$ cat src/hdl/gb_alu_macros.svh
`ifndef GB_ALU_MACROS_SVH
`define GB_ALU_MACROS_SVH

// Byte and pair widths
`define GB_DATA_W 8
`define GB_ADDR_W 16

// A, F', B, C, D, E, H, L
`define GB_NUM_REGS 8
`define GB_REG_IDX_W 3

`endif

$ cat src/hdl/gb_alu_pkg.sv
`include "gb_alu_macros.svh"

package gb_alu_pkg;

	// Order is fixed, the test data file uses the numeric codes
	typedef enum logic [4:0] {
		alu_nop, alu_ab, alu_b, alu_add,
		alu_adc, alu_ads_pc, alu_ads_sp, alu_sub,
		alu_sbc, alu_and, alu_or, alu_xor,
		alu_inc, alu_dec, alu_swap, alu_daa,
		alu_cpl, alu_rlc, alu_rlca, alu_rl,
		alu_rla, alu_rrc, alu_rrca, alu_rr,
		alu_rra, alu_sla, alu_sra, alu_srl,
		alu_incl, alu_decl, alu_scf, alu_ccf
	} alu_op_t;

	typedef struct packed {
		logic z;
		logic n;
		logic h;
		logic c;
	} gb_flags_t;

	// Register pair, seen as one word or as two bytes
	typedef union packed {
		logic [`GB_ADDR_W-1:0] word;
		struct packed {
			logic [`GB_DATA_W-1:0] hi;
			logic [`GB_DATA_W-1:0] lo;
		} bytes;
	} reg_pair_u;

	typedef struct packed {
		alu_op_t                  op;
		logic [`GB_REG_IDX_W-1:0] dst;
		logic [`GB_REG_IDX_W-1:0] src;
		logic                     use_imm;
		logic [`GB_DATA_W-1:0]    imm;
		logic [1:0]               pair;
	} alu_cmd_t;

	typedef struct packed {
		logic [`GB_DATA_W-1:0] data;
		logic [`GB_ADDR_W-1:0] addr;
		gb_flags_t             flags;
	} exec_result_t;

endpackage

$ cat src/hdl/alu.sv
`timescale 1ns/100ps
`include "gb_alu_macros.svh"

module alu import gb_alu_pkg::*; (
	input  logic [`GB_DATA_W-1:0] op_a,
	input  logic [`GB_DATA_W-1:0] op_b,
	input  alu_op_t               op_code,
	input  gb_flags_t             curr_flags,
	output logic                  pc_inc_h,
	output logic                  pc_dec_h,
	output logic                  sp_inc_h,
	output logic                  sp_dec_h,
	output gb_flags_t             next_flags,
	output logic [`GB_DATA_W-1:0] alu_result,
	output logic [`GB_ADDR_W-1:0] addr_result
);

	logic [`GB_DATA_W:0]   sum;
	logic [`GB_DATA_W-1:0] daa_adj;
	logic [`GB_ADDR_W-1:0] ads_sum;

	always_comb begin
		alu_result = '0;
		addr_result = '0;
		next_flags = curr_flags;
		pc_inc_h = 1'b0;
		pc_dec_h = 1'b0;
		sp_inc_h = 1'b0;
		sp_dec_h = 1'b0;
		sum = '0;
		daa_adj = '0;

		case (op_code)
			alu_ab: addr_result = {op_a, op_b};
			alu_b: alu_result = op_b;
			alu_add, alu_adc: begin
				sum = {1'b0, op_a} + {1'b0, op_b}
					+ {8'b0, (op_code == alu_adc) & curr_flags.c};
				alu_result = sum[7:0];
				next_flags.z = (sum[7:0] == '0);
				next_flags.n = 1'b0;
				next_flags.h = sum[4] ^ op_a[4] ^ op_b[4];
				next_flags.c = sum[8];
			end
			alu_sub, alu_sbc: begin
				// Bit 8 of the difference is the borrow
				sum = {1'b0, op_a} - {1'b0, op_b}
					- {8'b0, (op_code == alu_sbc) & curr_flags.c};
				alu_result = sum[7:0];
				next_flags.z = (sum[7:0] == '0);
				next_flags.n = 1'b1;
				next_flags.h = sum[4] ^ op_a[4] ^ op_b[4];
				next_flags.c = sum[8];
			end
			alu_ads_pc: begin
				sum = {1'b0, op_a} + {1'b0, op_b};
				alu_result = sum[7:0];
				pc_inc_h = ~op_b[7] & sum[8];
				pc_dec_h = op_b[7] & ~sum[8];
			end
			alu_ads_sp: begin
				sum = {1'b0, op_a} + {1'b0, op_b};
				alu_result = sum[7:0];
				sp_inc_h = ~op_b[7] & sum[8];
				sp_dec_h = op_b[7] & ~sum[8];
				{next_flags.z, next_flags.n} = 2'b00;
				next_flags.h = sum[4] ^ op_a[4] ^ op_b[4];
				next_flags.c = sp_inc_h | sp_dec_h;
			end
			alu_and, alu_or, alu_xor: begin
				case (op_code)
					alu_and: alu_result = op_a & op_b;
					alu_or:  alu_result = op_a | op_b;
					default: alu_result = op_a ^ op_b;
				endcase
				next_flags.z = (alu_result == '0);
				next_flags.n = 1'b0;
				next_flags.h = (op_code == alu_and);
				next_flags.c = 1'b0;
			end
			alu_inc, alu_dec: begin
				alu_result = (op_code == alu_inc) ? op_b + 8'h01 : op_b - 8'h01;
				next_flags.z = (alu_result == '0);
				next_flags.n = (op_code == alu_dec);
				next_flags.h = alu_result[4] ^ op_b[4];
			end
			alu_swap: begin
				alu_result = {op_b[3:0], op_b[7:4]};
				next_flags = '{z: (alu_result == '0), default: 1'b0};
			end
			alu_daa: begin
				if (curr_flags.n) begin
					daa_adj = {curr_flags.c ? 4'h6 : 4'h0, curr_flags.h ? 4'h6 : 4'h0};
					alu_result = op_b - daa_adj;
				end else begin
					if (curr_flags.h || op_b[3:0] > 4'h9)
						daa_adj[3:0] = 4'h6;
					if (curr_flags.c || op_b > 8'h99)
						daa_adj[7:4] = 4'h6;
					alu_result = op_b + daa_adj;
					next_flags.c = curr_flags.c | (op_b > 8'h99);
				end
				next_flags.z = (alu_result == '0);
				next_flags.h = 1'b0;
			end
			alu_cpl: begin
				alu_result = ~op_b;
				{next_flags.n, next_flags.h} = 2'b11;
			end
			// A forms of the rotates always clear Z
			alu_rlc, alu_rlca: begin
				{next_flags.c, alu_result} = {op_b, op_b[7]};
				next_flags.z = (op_code == alu_rlc) && (alu_result == '0);
				{next_flags.n, next_flags.h} = 2'b00;
			end
			alu_rl, alu_rla: begin
				{next_flags.c, alu_result} = {op_b, curr_flags.c};
				next_flags.z = (op_code == alu_rl) && (alu_result == '0);
				{next_flags.n, next_flags.h} = 2'b00;
			end
			alu_rrc, alu_rrca: begin
				{next_flags.c, alu_result} = {op_b[0], op_b[0], op_b[7:1]};
				next_flags.z = (op_code == alu_rrc) && (alu_result == '0);
				{next_flags.n, next_flags.h} = 2'b00;
			end
			alu_rr, alu_rra: begin
				{next_flags.c, alu_result} = {op_b[0], curr_flags.c, op_b[7:1]};
				next_flags.z = (op_code == alu_rr) && (alu_result == '0);
				{next_flags.n, next_flags.h} = 2'b00;
			end
			alu_sla, alu_sra, alu_srl: begin
				case (op_code)
					alu_sla: {next_flags.c, alu_result} = {op_b, 1'b0};
					alu_sra: {next_flags.c, alu_result} = {op_b[0], op_b[7], op_b[7:1]};
					default: {next_flags.c, alu_result} = {op_b[0], 1'b0, op_b[7:1]};
				endcase
				next_flags.z = (alu_result == '0);
				{next_flags.n, next_flags.h} = 2'b00;
			end
			alu_incl: addr_result = {op_a, op_b} + 16'd1;
			alu_decl: addr_result = {op_a, op_b} - 16'd1;
			alu_scf: next_flags = '{z: curr_flags.z, n: 1'b0, h: 1'b0, c: 1'b1};
			alu_ccf: next_flags = '{z: curr_flags.z, n: 1'b0, h: 1'b0, c: ~curr_flags.c};
			default: ;
		endcase
	end

	// Low byte plus the sign-extended offset, high byte moves by at most one
	assign ads_sum = {{`GB_DATA_W{1'b0}}, op_a} + {{`GB_DATA_W{op_b[7]}}, op_b};

	// Strobes match the high byte of the full 16-bit offset add
	always_comb begin
		if (op_code == alu_ads_pc || op_code == alu_ads_sp) begin
			assert ((pc_inc_h | sp_inc_h) == (ads_sum[15:8] == 8'h01)
				&& (pc_dec_h | sp_dec_h) == (ads_sum[15:8] == 8'hff))
				else $error("alu: high-byte strobes disagree with the offset add");
		end
	end

endmodule

$ cat src/hdl/gb_exec_top.sv
`timescale 1ns/100ps
`include "gb_alu_macros.svh"

module gb_exec_top import gb_alu_pkg::*; (
	input  logic         clk,
	input  logic         arst_n,
	input  logic         cmd_valid,
	input  alu_cmd_t     cmd,
	output logic         result_valid,
	output exec_result_t result
);

	logic [`GB_REG_IDX_W-1:0] rd_idx_a, rd_idx_b, wr_idx;
	logic [1:0]               rd_pair, wr_pair;
	logic [`GB_DATA_W-1:0]    rd_byte_a, rd_byte_b, op_a, op_b, alu_result;
	logic [`GB_ADDR_W-1:0]    addr_result;
	reg_pair_u                rd_pair_val, wr_data;
	logic                     issue_valid, we, wr_pair_mode;
	logic                     pc_inc_h, pc_dec_h, sp_inc_h, sp_dec_h;
	alu_cmd_t                 issue_cmd;
	gb_flags_t                curr_flags, next_flags;

	issue_stage issue_stage_i (
		.clk, .arst_n, .cmd_valid, .cmd,
		.rd_idx_a, .rd_idx_b, .rd_pair, .rd_byte_a, .rd_byte_b, .rd_pair_val,
		.issue_valid, .issue_cmd, .op_a, .op_b
	);

	reg_file reg_file_i (
		.clk, .arst_n, .rd_idx_a, .rd_idx_b, .rd_pair,
		.rd_byte_a, .rd_byte_b, .rd_pair_val,
		.we, .wr_pair_mode, .wr_idx, .wr_pair, .wr_data
	);

	alu alu_i (
		.op_a, .op_b, .op_code(issue_cmd.op), .curr_flags,
		.pc_inc_h, .pc_dec_h, .sp_inc_h, .sp_dec_h,
		.next_flags, .alu_result, .addr_result
	);

	writeback writeback_i (
		.clk, .arst_n, .issue_valid, .issue_cmd, .pair_val(rd_pair_val),
		.alu_result, .addr_result, .next_flags,
		.pc_inc_h, .pc_dec_h, .sp_inc_h, .sp_dec_h,
		.curr_flags, .we, .wr_pair_mode, .wr_idx, .wr_pair, .wr_data,
		.result_valid, .result
	);

endmodule

$ cat src/hdl/issue_stage.sv
`timescale 1ns/100ps
`include "gb_alu_macros.svh"

module issue_stage import gb_alu_pkg::*; (
	input  logic                     clk,
	input  logic                     arst_n,
	input  logic                     cmd_valid,
	input  alu_cmd_t                 cmd,
	output logic [`GB_REG_IDX_W-1:0] rd_idx_a,
	output logic [`GB_REG_IDX_W-1:0] rd_idx_b,
	output logic [1:0]               rd_pair,
	input  logic [`GB_DATA_W-1:0]    rd_byte_a,
	input  logic [`GB_DATA_W-1:0]    rd_byte_b,
	input  reg_pair_u                rd_pair_val,
	output logic                     issue_valid,
	output alu_cmd_t                 issue_cmd,
	output logic [`GB_DATA_W-1:0]    op_a,
	output logic [`GB_DATA_W-1:0]    op_b
);

	always_ff @(posedge clk or negedge arst_n) begin
		if (!arst_n)
			issue_valid <= 1'b0;
		else
			issue_valid <= cmd_valid;
	end

	always_ff @(posedge clk) begin
		if (cmd_valid)
			issue_cmd <= cmd;
	end

	assign rd_idx_a = issue_cmd.dst;
	assign rd_idx_b = issue_cmd.src;
	assign rd_pair = issue_cmd.pair;

	// Operand select by op class
	always_comb begin
		case (issue_cmd.op)
			alu_incl, alu_decl, alu_ab: {op_a, op_b} = rd_pair_val.word;
			alu_ads_pc, alu_ads_sp: begin
				op_a = rd_pair_val.bytes.lo;
				op_b = issue_cmd.imm;
			end
			default: begin
				op_a = rd_byte_a;
				op_b = issue_cmd.use_imm ? issue_cmd.imm : rd_byte_b;
			end
		endcase
	end

	a_cmd_known: assert property (@(posedge clk) disable iff (!arst_n)
		cmd_valid |-> !$isunknown(cmd))
		else $error("issue_stage: command with unknown bits");

endmodule

$ cat src/hdl/reg_file.sv
`timescale 1ns/100ps
`include "gb_alu_macros.svh"

module reg_file import gb_alu_pkg::*; (
	input  logic                     clk,
	input  logic                     arst_n,
	input  logic [`GB_REG_IDX_W-1:0] rd_idx_a,
	input  logic [`GB_REG_IDX_W-1:0] rd_idx_b,
	input  logic [1:0]               rd_pair,
	output logic [`GB_DATA_W-1:0]    rd_byte_a,
	output logic [`GB_DATA_W-1:0]    rd_byte_b,
	output reg_pair_u                rd_pair_val,
	input  logic                     we,
	input  logic                     wr_pair_mode,
	input  logic [`GB_REG_IDX_W-1:0] wr_idx,
	input  logic [1:0]               wr_pair,
	input  reg_pair_u                wr_data
);

	logic [`GB_NUM_REGS-1:0][`GB_DATA_W-1:0] regs;

	// Even index holds the high byte of a pair
	always_ff @(posedge clk or negedge arst_n) begin
		if (!arst_n) begin
			regs <= '0;
		end else if (we) begin
			if (wr_pair_mode) begin
				regs[{wr_pair, 1'b0}] <= wr_data.bytes.hi;
				regs[{wr_pair, 1'b1}] <= wr_data.bytes.lo;
			end else begin
				regs[wr_idx] <= wr_data.bytes.lo;
			end
		end
	end

	assign rd_byte_a = regs[rd_idx_a];
	assign rd_byte_b = regs[rd_idx_b];
	assign rd_pair_val.bytes.hi = regs[{rd_pair, 1'b0}];
	assign rd_pair_val.bytes.lo = regs[{rd_pair, 1'b1}];

endmodule

$ cat src/hdl/writeback.sv
`timescale 1ns/100ps
`include "gb_alu_macros.svh"

module writeback import gb_alu_pkg::*; (
	input  logic                     clk,
	input  logic                     arst_n,
	input  logic                     issue_valid,
	input  alu_cmd_t                 issue_cmd,
	input  reg_pair_u                pair_val,
	input  logic [`GB_DATA_W-1:0]    alu_result,
	input  logic [`GB_ADDR_W-1:0]    addr_result,
	input  gb_flags_t                next_flags,
	input  logic                     pc_inc_h,
	input  logic                     pc_dec_h,
	input  logic                     sp_inc_h,
	input  logic                     sp_dec_h,
	output gb_flags_t                curr_flags,
	output logic                     we,
	output logic                     wr_pair_mode,
	output logic [`GB_REG_IDX_W-1:0] wr_idx,
	output logic [1:0]               wr_pair,
	output reg_pair_u                wr_data,
	output logic                     result_valid,
	output exec_result_t             result
);

	reg_pair_u pair_next;
	logic      inc_h;
	logic      dec_h;

	assign inc_h = pc_inc_h | sp_inc_h;
	assign dec_h = pc_dec_h | sp_dec_h;
	assign wr_idx = issue_cmd.dst;
	assign wr_pair = issue_cmd.pair;

	always_comb begin
		we = 1'b0;
		wr_pair_mode = 1'b0;
		wr_data = '0;
		case (issue_cmd.op)
			alu_nop, alu_ab, alu_scf, alu_ccf: ;
			alu_incl, alu_decl: begin
				we = issue_valid;
				wr_pair_mode = 1'b1;
				wr_data.word = addr_result;
			end
			alu_ads_pc, alu_ads_sp: begin
				we = issue_valid;
				wr_pair_mode = 1'b1;
				wr_data.bytes.lo = alu_result;
				wr_data.bytes.hi = pair_val.bytes.hi + {7'b0, inc_h} - {7'b0, dec_h};
			end
			default: begin
				we = issue_valid;
				wr_data.bytes.lo = alu_result;
			end
		endcase
	end

	// Selected pair as it stands after this write
	always_comb begin
		pair_next = pair_val;
		if (wr_pair_mode)
			pair_next = wr_data;
		else if (we && wr_idx[2:1] == wr_pair) begin
			if (wr_idx[0])
				pair_next.bytes.lo = wr_data.bytes.lo;
			else
				pair_next.bytes.hi = wr_data.bytes.lo;
		end
	end

	always_ff @(posedge clk or negedge arst_n) begin
		if (!arst_n) begin
			curr_flags <= '0;
			result_valid <= 1'b0;
		end else begin
			result_valid <= issue_valid;
			if (issue_valid)
				curr_flags <= next_flags;
		end
	end

	always_ff @(posedge clk) begin
		if (issue_valid)
			result <= '{data: alu_result, addr: pair_next.word, flags: next_flags};
	end

	// Only the offset adds may move the high byte of a pair
	a_adjust_ads: assert property (@(posedge clk) disable iff (!arst_n)
		issue_valid && (inc_h || dec_h)
			|-> issue_cmd.op inside {alu_ads_pc, alu_ads_sp})
		else $error("writeback: high-byte adjust outside an offset add");

endmodule

$ cat config.mk
export PLATFORM = sky130hd
export DESIGN_NAME = gb_exec_top
export DESIGN_NICKNAME = d
export VERILOG_FILES = /design/src/hdl/gb_alu_pkg.sv /design/src/hdl/alu.sv /design/src/hdl/gb_exec_top.sv /design/src/hdl/issue_stage.sv /design/src/hdl/reg_file.sv /design/src/hdl/writeback.sv
export VERILOG_INCLUDE_DIRS = /design/src /design/src/hdl
export SDC_FILE = /design/constraint.sdc
export NUM_CORES = 1
export LEC_CHECK = 0
export ABC_AREA = 1
export BUFFER_PORTS_ARGS = -buffer_cell sky130_fd_sc_hd__buf_4
export CELL_PAD_IN_SITES_DETAIL_PLACEMENT = 1
export CELL_PAD_IN_SITES_GLOBAL_PLACEMENT = 1
export CORE_ASPECT_RATIO = 1.25
export CORE_MARGIN = 2
export CORE_UTILIZATION = 46
export CTS_BUF_LIST = sky130_fd_sc_hd__clkbuf_16
export CTS_CLUSTER_DIAMETER = 30
export CTS_CLUSTER_SIZE = 8
export DETAILED_ROUTE_END_ITERATION = 12
export PLACE_DENSITY = 0.92
export SLEW_MARGIN = 5
export SYNTH_ARGS = -nofsm -noshare
export SYNTH_HDL_FRONTEND = slang
export SYNTH_HIERARCHICAL = 1
export SYNTH_SLANG_ARGS = --single-unit
$ cat constraint.sdc
create_clock -name clk -period 6.2 [get_ports clk]
set_input_delay 1.24 -clock clk [delete_from_list [all_inputs] [get_ports clk]]
set_output_delay 1.24 -clock clk [all_outputs]
set_load 0.05 [all_outputs]
# [Yosys cells after proc, flatten, opt, wreduce, memory -nomap -nowiden]
# Index checks and enable logic that the tools add are counted.
# W data, S select, Z words.
[classes] reduce_logical=42 magnitude_cmp=9 n_addsub=12 n_bitwise=22 n_eq_ne=32 mux=56
[ops] operator="$bwmux W64" n=3
[ops] operator="$mux W8" n=15
[ops] operator="$pmux W8 S14" n=1
[ops] operator="$pmux W8 S2" n=6
[ops] operator="$logic_not A8 Y1" n=11
[ops] operator="$eq A5 B5 Y1 const B" n=16
[ops] operator="$mux W64" n=1
[ops] operator="$bmux W8 S3" n=2
[ops] operator="$pmux W16 S3" n=1
[ops] operator="$eq A5 B4 Y1 const B" n=8
[ops] operator="$bmux W8 S2" n=2
[ops] operator="$demux W8 S2" n=2
[ops] operator="$mux W16" n=2
[ops] operator="$demux W8 S3" n=1
[ops] operator="$eq A5 B3 Y1 const B" n=4
[ops] operator="$reduce_or A20 Y1" n=1
[ops] operator="$reduce_or A4 Y1" n=5
[ops] operator="$reduce_or A2 Y1" n=9
[ops] operator="$add A16 B1 Y16 const B" n=1
[ops] operator="$lt A3 B4 Y1 const B" n=4
[ops] operator="$mux W4" n=4
[ops] operator="$sub A16 B1 Y16 const B" n=1
[ops] operator="$reduce_or A15 Y1" n=1
[ops] operator="$mux W3" n=4
[ops] operator="other kinds (33)" n=68
[word_totals] regBits=120 inputBits=25 output_inout_bits=29

# [Depth between registers and ports, before layout]
[logic_depth] depth_word=17 depth_mapped=42 depth_no_buf=40

# [By module]
# Netlist, hierarchy kept.
[by_module_without_submodules] module="reg_file" area_each_um2=4859.7 n_inst=1 cells_per_inst=819 seq_area_each_um2=1601.5
[by_module_without_submodules] module="alu" area_each_um2=4336.7 n_inst=1 cells_per_inst=769 seq_area_each_um2=0.0
[by_module_without_submodules] module="writeback" area_each_um2=2142.1 n_inst=1 cells_per_inst=271 seq_area_each_um2=965.9
[by_module_without_submodules] module="issue_stage" area_each_um2=1351.3 n_inst=1 cells_per_inst=142 seq_area_each_um2=685.7

# [Worst setup path after synthesis]
# Ideal clock, no wire load.
[synth_path] path_kind="reg2reg" from="register, netlist name issue_stage_i/rd_idx_b[1]" to="register reg_file_i/regs[18] in the netlist's numbering" path_slack_ns=1.202 required_time_ns=6.084 path_buffers=3 stages_incl_launch_ff=39 t_arrival_ns=4.882 path_cell_list="edfxtp_1 > buf_4 > buf_2 > inv_1 > buf_4 > nand3_1 > nand2_1 > nand2_1 > nand2_1 > inv_1 > o21ai_0 > nand4_1 > nand3_1 > inv_1 > ha_1 > a21oi_1 > inv_1 > nand2_1 > [3 not listed] > a21oi_1 > ha_1 > inv_1 > nor2_1 > or2_2 > ha_1 > inv_1 > ha_1 > fa_1 > or2_2 > nand3_1 > o21ai_1 > nand2_1 > inv_1 > nand2_1 > o21ai_0 > nand2_1 > nand2_1"
[synth_rtl] item="end signal: indexed assignment" line_no="reg_file.sv:28" text="regs[{wr_pair, 1'b0}] <= wr_data.bytes.hi;"
[synth_rtl] item="end signal: indexed assignment" line_no="reg_file.sv:29" text="regs[{wr_pair, 1'b1}] <= wr_data.bytes.lo;"
[synth_rtl] item="end signal: indexed assignment" line_no="reg_file.sv:31" text="regs[wr_idx] <= wr_data.bytes.lo;"
[synth_rtl] item="end: declaration" line_no="reg_file.sv:20" text="logic [`GB_NUM_REGS-1:0][`GB_DATA_W-1:0] regs;"

==> results.md <==
Global route:
- The met3 track utilization from global routing is ~7.6%.
- The total routing resource utilization after global routing is 39.5%.
- In this run the most used layer during global routing was met2.
- The wire length of the first global-routing pass is about 88000 um.
- The largest net degree at the start of global routing is just over 70.
- Global routing finished with a remaining overflow of 0.
- Global routing used about two thirds of the available met2 tracks.
- The via count of the first global-routing pass is 15600.
- The number of antenna violations at the first check in global routing is 0.
- Global routing consumed, on the met1 layer, 40.6% of the routing resources.

Routing:
- The per-cell routed wire length is 24.0 um.
- In the routed layout, each cell is associated on average with a via count of 6.14.
- The total DRC errors in the routed layout is 0.
- The count of antenna-violating nets left after detailed routing is 0.
- The violation count after the first detailed-route iteration is 1215.
- The count of TritonRoute iterations in the first routing pass is 8.
- The overall via count from detail_route is approximately 15000.
- The sum of routed wire length over all layers is between 50000 and 60000 um.

Hold path:
- The hold path endpoint is reg_file_i/regs[45]$_DFFE_PN0P_.
- The worst hold path was traced through 2 stages.
- The class of the tightest hold or removal check is flop to flop.
- The hold path startpoint is reg_file_i/regs[45]$_DFFE_PN0P_.

Pwr:
- Combinational logic is responsible for 54.3% of the overall power.
- The leakage power is about 7.3 nW.
- The peak supply drop is 0.200 mV.
- The power spent charging and discharging nets is 0.00250 W.
- The fraction of power consumed by the clock network is 21.2%.
- Net switching is 50.8% of the power.
- The internal power is 0.00242 W.
- The power density normalized to cell area is 347 nW/um2.
- The sequential group share of total power is 24.6%.

Floorplanning:
- The width of the chip is 153 um.
- The core box area is 27400 um2.
- The count of pins on the block boundary is 54.
- The floorplan step defined a die boundary enclosing 28900 um2.
- The initial standard-cell utilization of the core is 46.3%.
- The initialized floorplan defines 68 standard-cell rows.
- The height of the die is 190 um.

Worst setup path:
- The cell family contributing the most delay on the critical path is simple AND/OR/NAND/NOR gates.
- The startpoint identified for the worst register-to-register timing path is issue_stage_i/rd_idx_b[0]$_DFFE_PP_.
- The critical-path maximum fanout is 32.
- The critical path launch point type is a flop.
- STA classifies the critical path endpoint as a flop.
- The number of buffer and inverter stages on the critical path is 2.
- Data on the critical path is required at its endpoint by 6580 ps.
- The worst register-to-register path ends at reg_file_i/regs[38]$_DFFE_PN0P_.
- The most repeated library cell on the critical path is sky130_fd_sc_hd__nand2_1.
- STA puts the critical path data arrival time at 6320 ps.
- For this run, the slowest stage of the critical path takes 560 ps.
- For flop-to-flop paths, the worst setup slack is approximately 260 ps.
- For this design, the slowest cell found on the critical path is sky130_fd_sc_hd__nand2_1.
- The depth of the worst register-to-register path is 30.
- By startpoint and endpoint, the worst setup path is classified as flop to flop.

Status:
- The flow ran to the end, and the final reports show no timing, DRC or antenna violations.

STA:
- The final clock skew is 10.2 ps.
- On the final layout, the worst hold slack is roughly 510 ps.
- The hold violation total from the final report is 0.
- Setup repair after global routing left no endpoint under its margin.
- The setup TNS is 0 ps.
- In the finished design, the share of the clock period the worst path needs comes to 95.9%.
- The shortest period the worst path allows is 5940 ps.
- Setup violations remaining at the end of the flow were counted as 0.
- The worst slew slack as a fraction of its limit is 31.2%.
- The transition time of the tightest slew-check pin is 1020 ps.
- The maximum operating frequency is 168 MHz.
- The number of max-slew violations in the final report is 0.

Synth:
- The number of synthesis warnings is 6.
- The synthesized netlist cell count is 2001.
- Counting flops with an async set or reset pin after synthesis yields a share of 58.3%.
- The area of the mapped netlist is 12700 um2.
- The dominant synthesized flop cell is sky130_fd_sc_hd__dfrtp_1.
- After synthesis, flip-flops and latches occupy between 20% and 30% of the total area.
- After synthesis the netlist holds a flip-flop and latch count of 120.
- Ranked by total cell area, the synthesized netlist is headed by sky130_fd_sc_hd__nand2_1 (21%), sky130_fd_sc_hd__dfrtp_1 (14%), sky130_fd_sc_hd__edfxtp_1 (12%).
- The cell type with the largest total area after synthesis is sky130_fd_sc_hd__nand2_1.
- The post-synth net total is 2104.
- The synthesized design contains 50 enable-type register cells.
- After synthesis, the mean cell area works out to 6.34 um2.
- Summed over its instances, the top area cell type makes up a little over a fifth of the synthesized netlist area.
- The synthesized netlist contains 59 unique library cells.

Clock tree:
- Counting along the longest clock path gives a buffer depth of 2.
- The number of CTS-inserted buffers is 17.
- The clock-pin slew of the registers on the worst-case setup and hold paths is 60 ps.
- CTS built an H-tree with a depth of 4.
- Clock tree synthesis selected as its root buffer the cell sky130_fd_sc_hd__clkbuf_16.
- Counting every sink on the clock net gives 120.
- At the later pin of the worst-skew pair, clock insertion delay measures 440 ps.
- TritonCTS built the clock tree.

Finish:
- The total inserted antenna cells is 0.
- Cells with a size suffix above 1 make up a little under an eighth of the layout.
- In the layout the commonest cells are sky130_fd_sc_hd__nand2_1 (705), sky130_fd_sc_hd__inv_1 (241), sky130_fd_sc_hd__nand3_1 (167).
- The library cell used most frequently in the layout, excluding fill and tap cells, is sky130_fd_sc_hd__nand2_1.
- The area growth from synthesis to layout is 11.6%.
- The final layout contains about 2200 nets.

Job:
- The reported max-cap violation count is 0.

Placed design:
- The total half-perimeter wirelength after legalization and detailed placement is 43100 um.
- The count of buffers from port buffering is 53.
- Routability-driven placement finished with a final weighted congestion of 1.04.
worst max-delay path by stage:
stage / slack (ps) / end / startpoint / cells after the start
floorplan: 1200 / reg_file_i/regs[18]$_DFFE_PN0P_ / issue_stage_i/rd_idx_b[1]$_DFFE_PP_ / 38
global placement: 520 / reg_file_i/regs[20]$_DFFE_PN0P_ / issue_stage_i/rd_idx_b[1]$_DFFE_PP_ / 37
detailed placement: 420 / reg_file_i/regs[20]$_DFFE_PN0P_ / issue_stage_i/rd_idx_b[1]$_DFFE_PP_ / 37
CTS: 310 / reg_file_i/regs[20]$_DFFE_PN0P_ / issue_stage_i/rd_idx_b[1]$_DFFE_PP_ / 37
global route: 100 / reg_file_i/regs[20]$_DFFE_PN0P_ / issue_stage_i/issue_cmd[21]$_DFFE_PP_ / 37
finish: 260 / reg_file_i/regs[38]$_DFFE_PN0P_ / issue_stage_i/rd_idx_b[0]$_DFFE_PP_ / 30
Yosys cell counts, types with 4 or more instances:
master	count
sky130_fd_sc_hd__nand2_4	7
sky130_fd_sc_hd__a221oi_1	5
sky130_fd_sc_hd__clkbuf_1	19
sky130_fd_sc_hd__buf_2	16
sky130_fd_sc_hd__nor2_1	136
sky130_fd_sc_hd__nand2_2	16
sky130_fd_sc_hd__buf_6	4
sky130_fd_sc_hd__nand2_1	705
sky130_fd_sc_hd__o2111ai_1	9
sky130_fd_sc_hd__or2_2	8
sky130_fd_sc_hd__inv_1	243
sky130_fd_sc_hd__mux2_2	4
sky130_fd_sc_hd__o211ai_1	12
sky130_fd_sc_hd__xor2_1	14
sky130_fd_sc_hd__fa_1	6
sky130_fd_sc_hd__edfxtp_1	50
sky130_fd_sc_hd__buf_4	22
sky130_fd_sc_hd__o22ai_1	42
sky130_fd_sc_hd__nand3_1	167
sky130_fd_sc_hd__inv_2	19
sky130_fd_sc_hd__dfrtp_1	70
sky130_fd_sc_hd__nand3_2	17
sky130_fd_sc_hd__nand3b_1	4
sky130_fd_sc_hd__nor2_4	13
sky130_fd_sc_hd__nor3_1	12
sky130_fd_sc_hd__xnor2_1	9
sky130_fd_sc_hd__a21o_1	4
sky130_fd_sc_hd__a21oi_1	60
sky130_fd_sc_hd__nand4_1	41
sky130_fd_sc_hd__o21ai_0	143
sky130_fd_sc_hd__ha_1	72
sky130_fd_sc_hd__o21ai_1	5
sky130_fd_sc_hd__nor2_2	11
worst register-to-register path, delay by kind of cell, from the launching register on:
kind | cells | cell delay [ps]
and+or+nand+nor | 20 | 3260
AOI/OAI and AO/OA | 6 | 1150
adders and majority gates | 2 | 690
DFF | 1 | 350
buffers and inverters | 2 | 430
per-stage QoR:
step	cell area (um2)	utilization [%]	total power [W]	cells	setup slack, ps
after detailed placement	13400	49.1	0.00374	2381	423
final	14200	51.7	0.00492	2423	256
after CTS	14000	51.2	0.00482	2413	315
after floorplan	12700	-	0.00283	2001	1200
after global placement	13400	49.1	0.00362	2381	518
after global routing	14200	51.7	0.00517	2423	98.7
logic make-up after synthesis:
family | share of synthesized area, %
AO/OA/AOI/OAI | 13.6
XOR/XNOR | 1.59
adder cells (fa/ha/maj) | 8.05
buffers and inverters | 10.9
flip-flops | 25.6
multiplexers | 0.355
AND/OR/NAND/NOR | 39.9
flip-flops by register name, indices dropped and copies added, names as in the netlist:
| signal | cells |
|---|---|
| writeback_i/result_valid | 1 |
| writeback_i/curr_flags | 4 |
| writeback_i/result | 28 |
| issue_stage_i/rd_idx_b | 3 |
| issue_stage_i/issue_valid | 1 |
| issue_stage_i/rd_pair | 2 |
| issue_stage_i/issue_cmd | 14 |
| issue_stage_i/rd_idx_a | 3 |
| reg_file_i/regs | 64 |
power groups by stage:
| stage | sequential (W) | clock [W] | combinational, W |
|---|---|---|---|
| 6_report | 0.00121 | 0.00104 | 0.00267 |
| 2_1_floorplan | 0.00125 | 0 | 0.00158 |
| 3_5_place_dp | 0.00121 | 0 | 0.00253 |
| 5_1_grt | 0.00121 | 0.00108 | 0.00287 |
| 4_1_cts | 0.00120 | 0.00105 | 0.00256 |
| 3_3_place_gp | 0.00121 | 0 | 0.00242 |
layer usage:
metal  part of all wire (%)  vias up  wire (um)
met4                     11        0       6330
met2                     48      741      27900
li1                       -     6643          -
met3                    6.7      358       3900
met5                      0        -          0
met1                     34     7130      20000
cell type report:
| cell class | count | area (um2) |
|---|---|---|
| well taps | 350 | 438 |
| inverters | 266 | 1020 |
| clock inverters | 12 | 92.6 |
| repair buffers | 102 | 773 |
| fillers | 3756 | 13200 |
| multi-input cells | 1553 | 8080 |
| clock buffers | 20 | 500 |
| flip-flops and latches | 120 | 3250 |
what timing repair did:
item	in CTS	in global routing
gates resized for setup	0	10
setup buffers	0	10
setup endpoints to repair	0	26
hold buffers	0	0
Note: power is estimated with default switching activity, not from simulation.
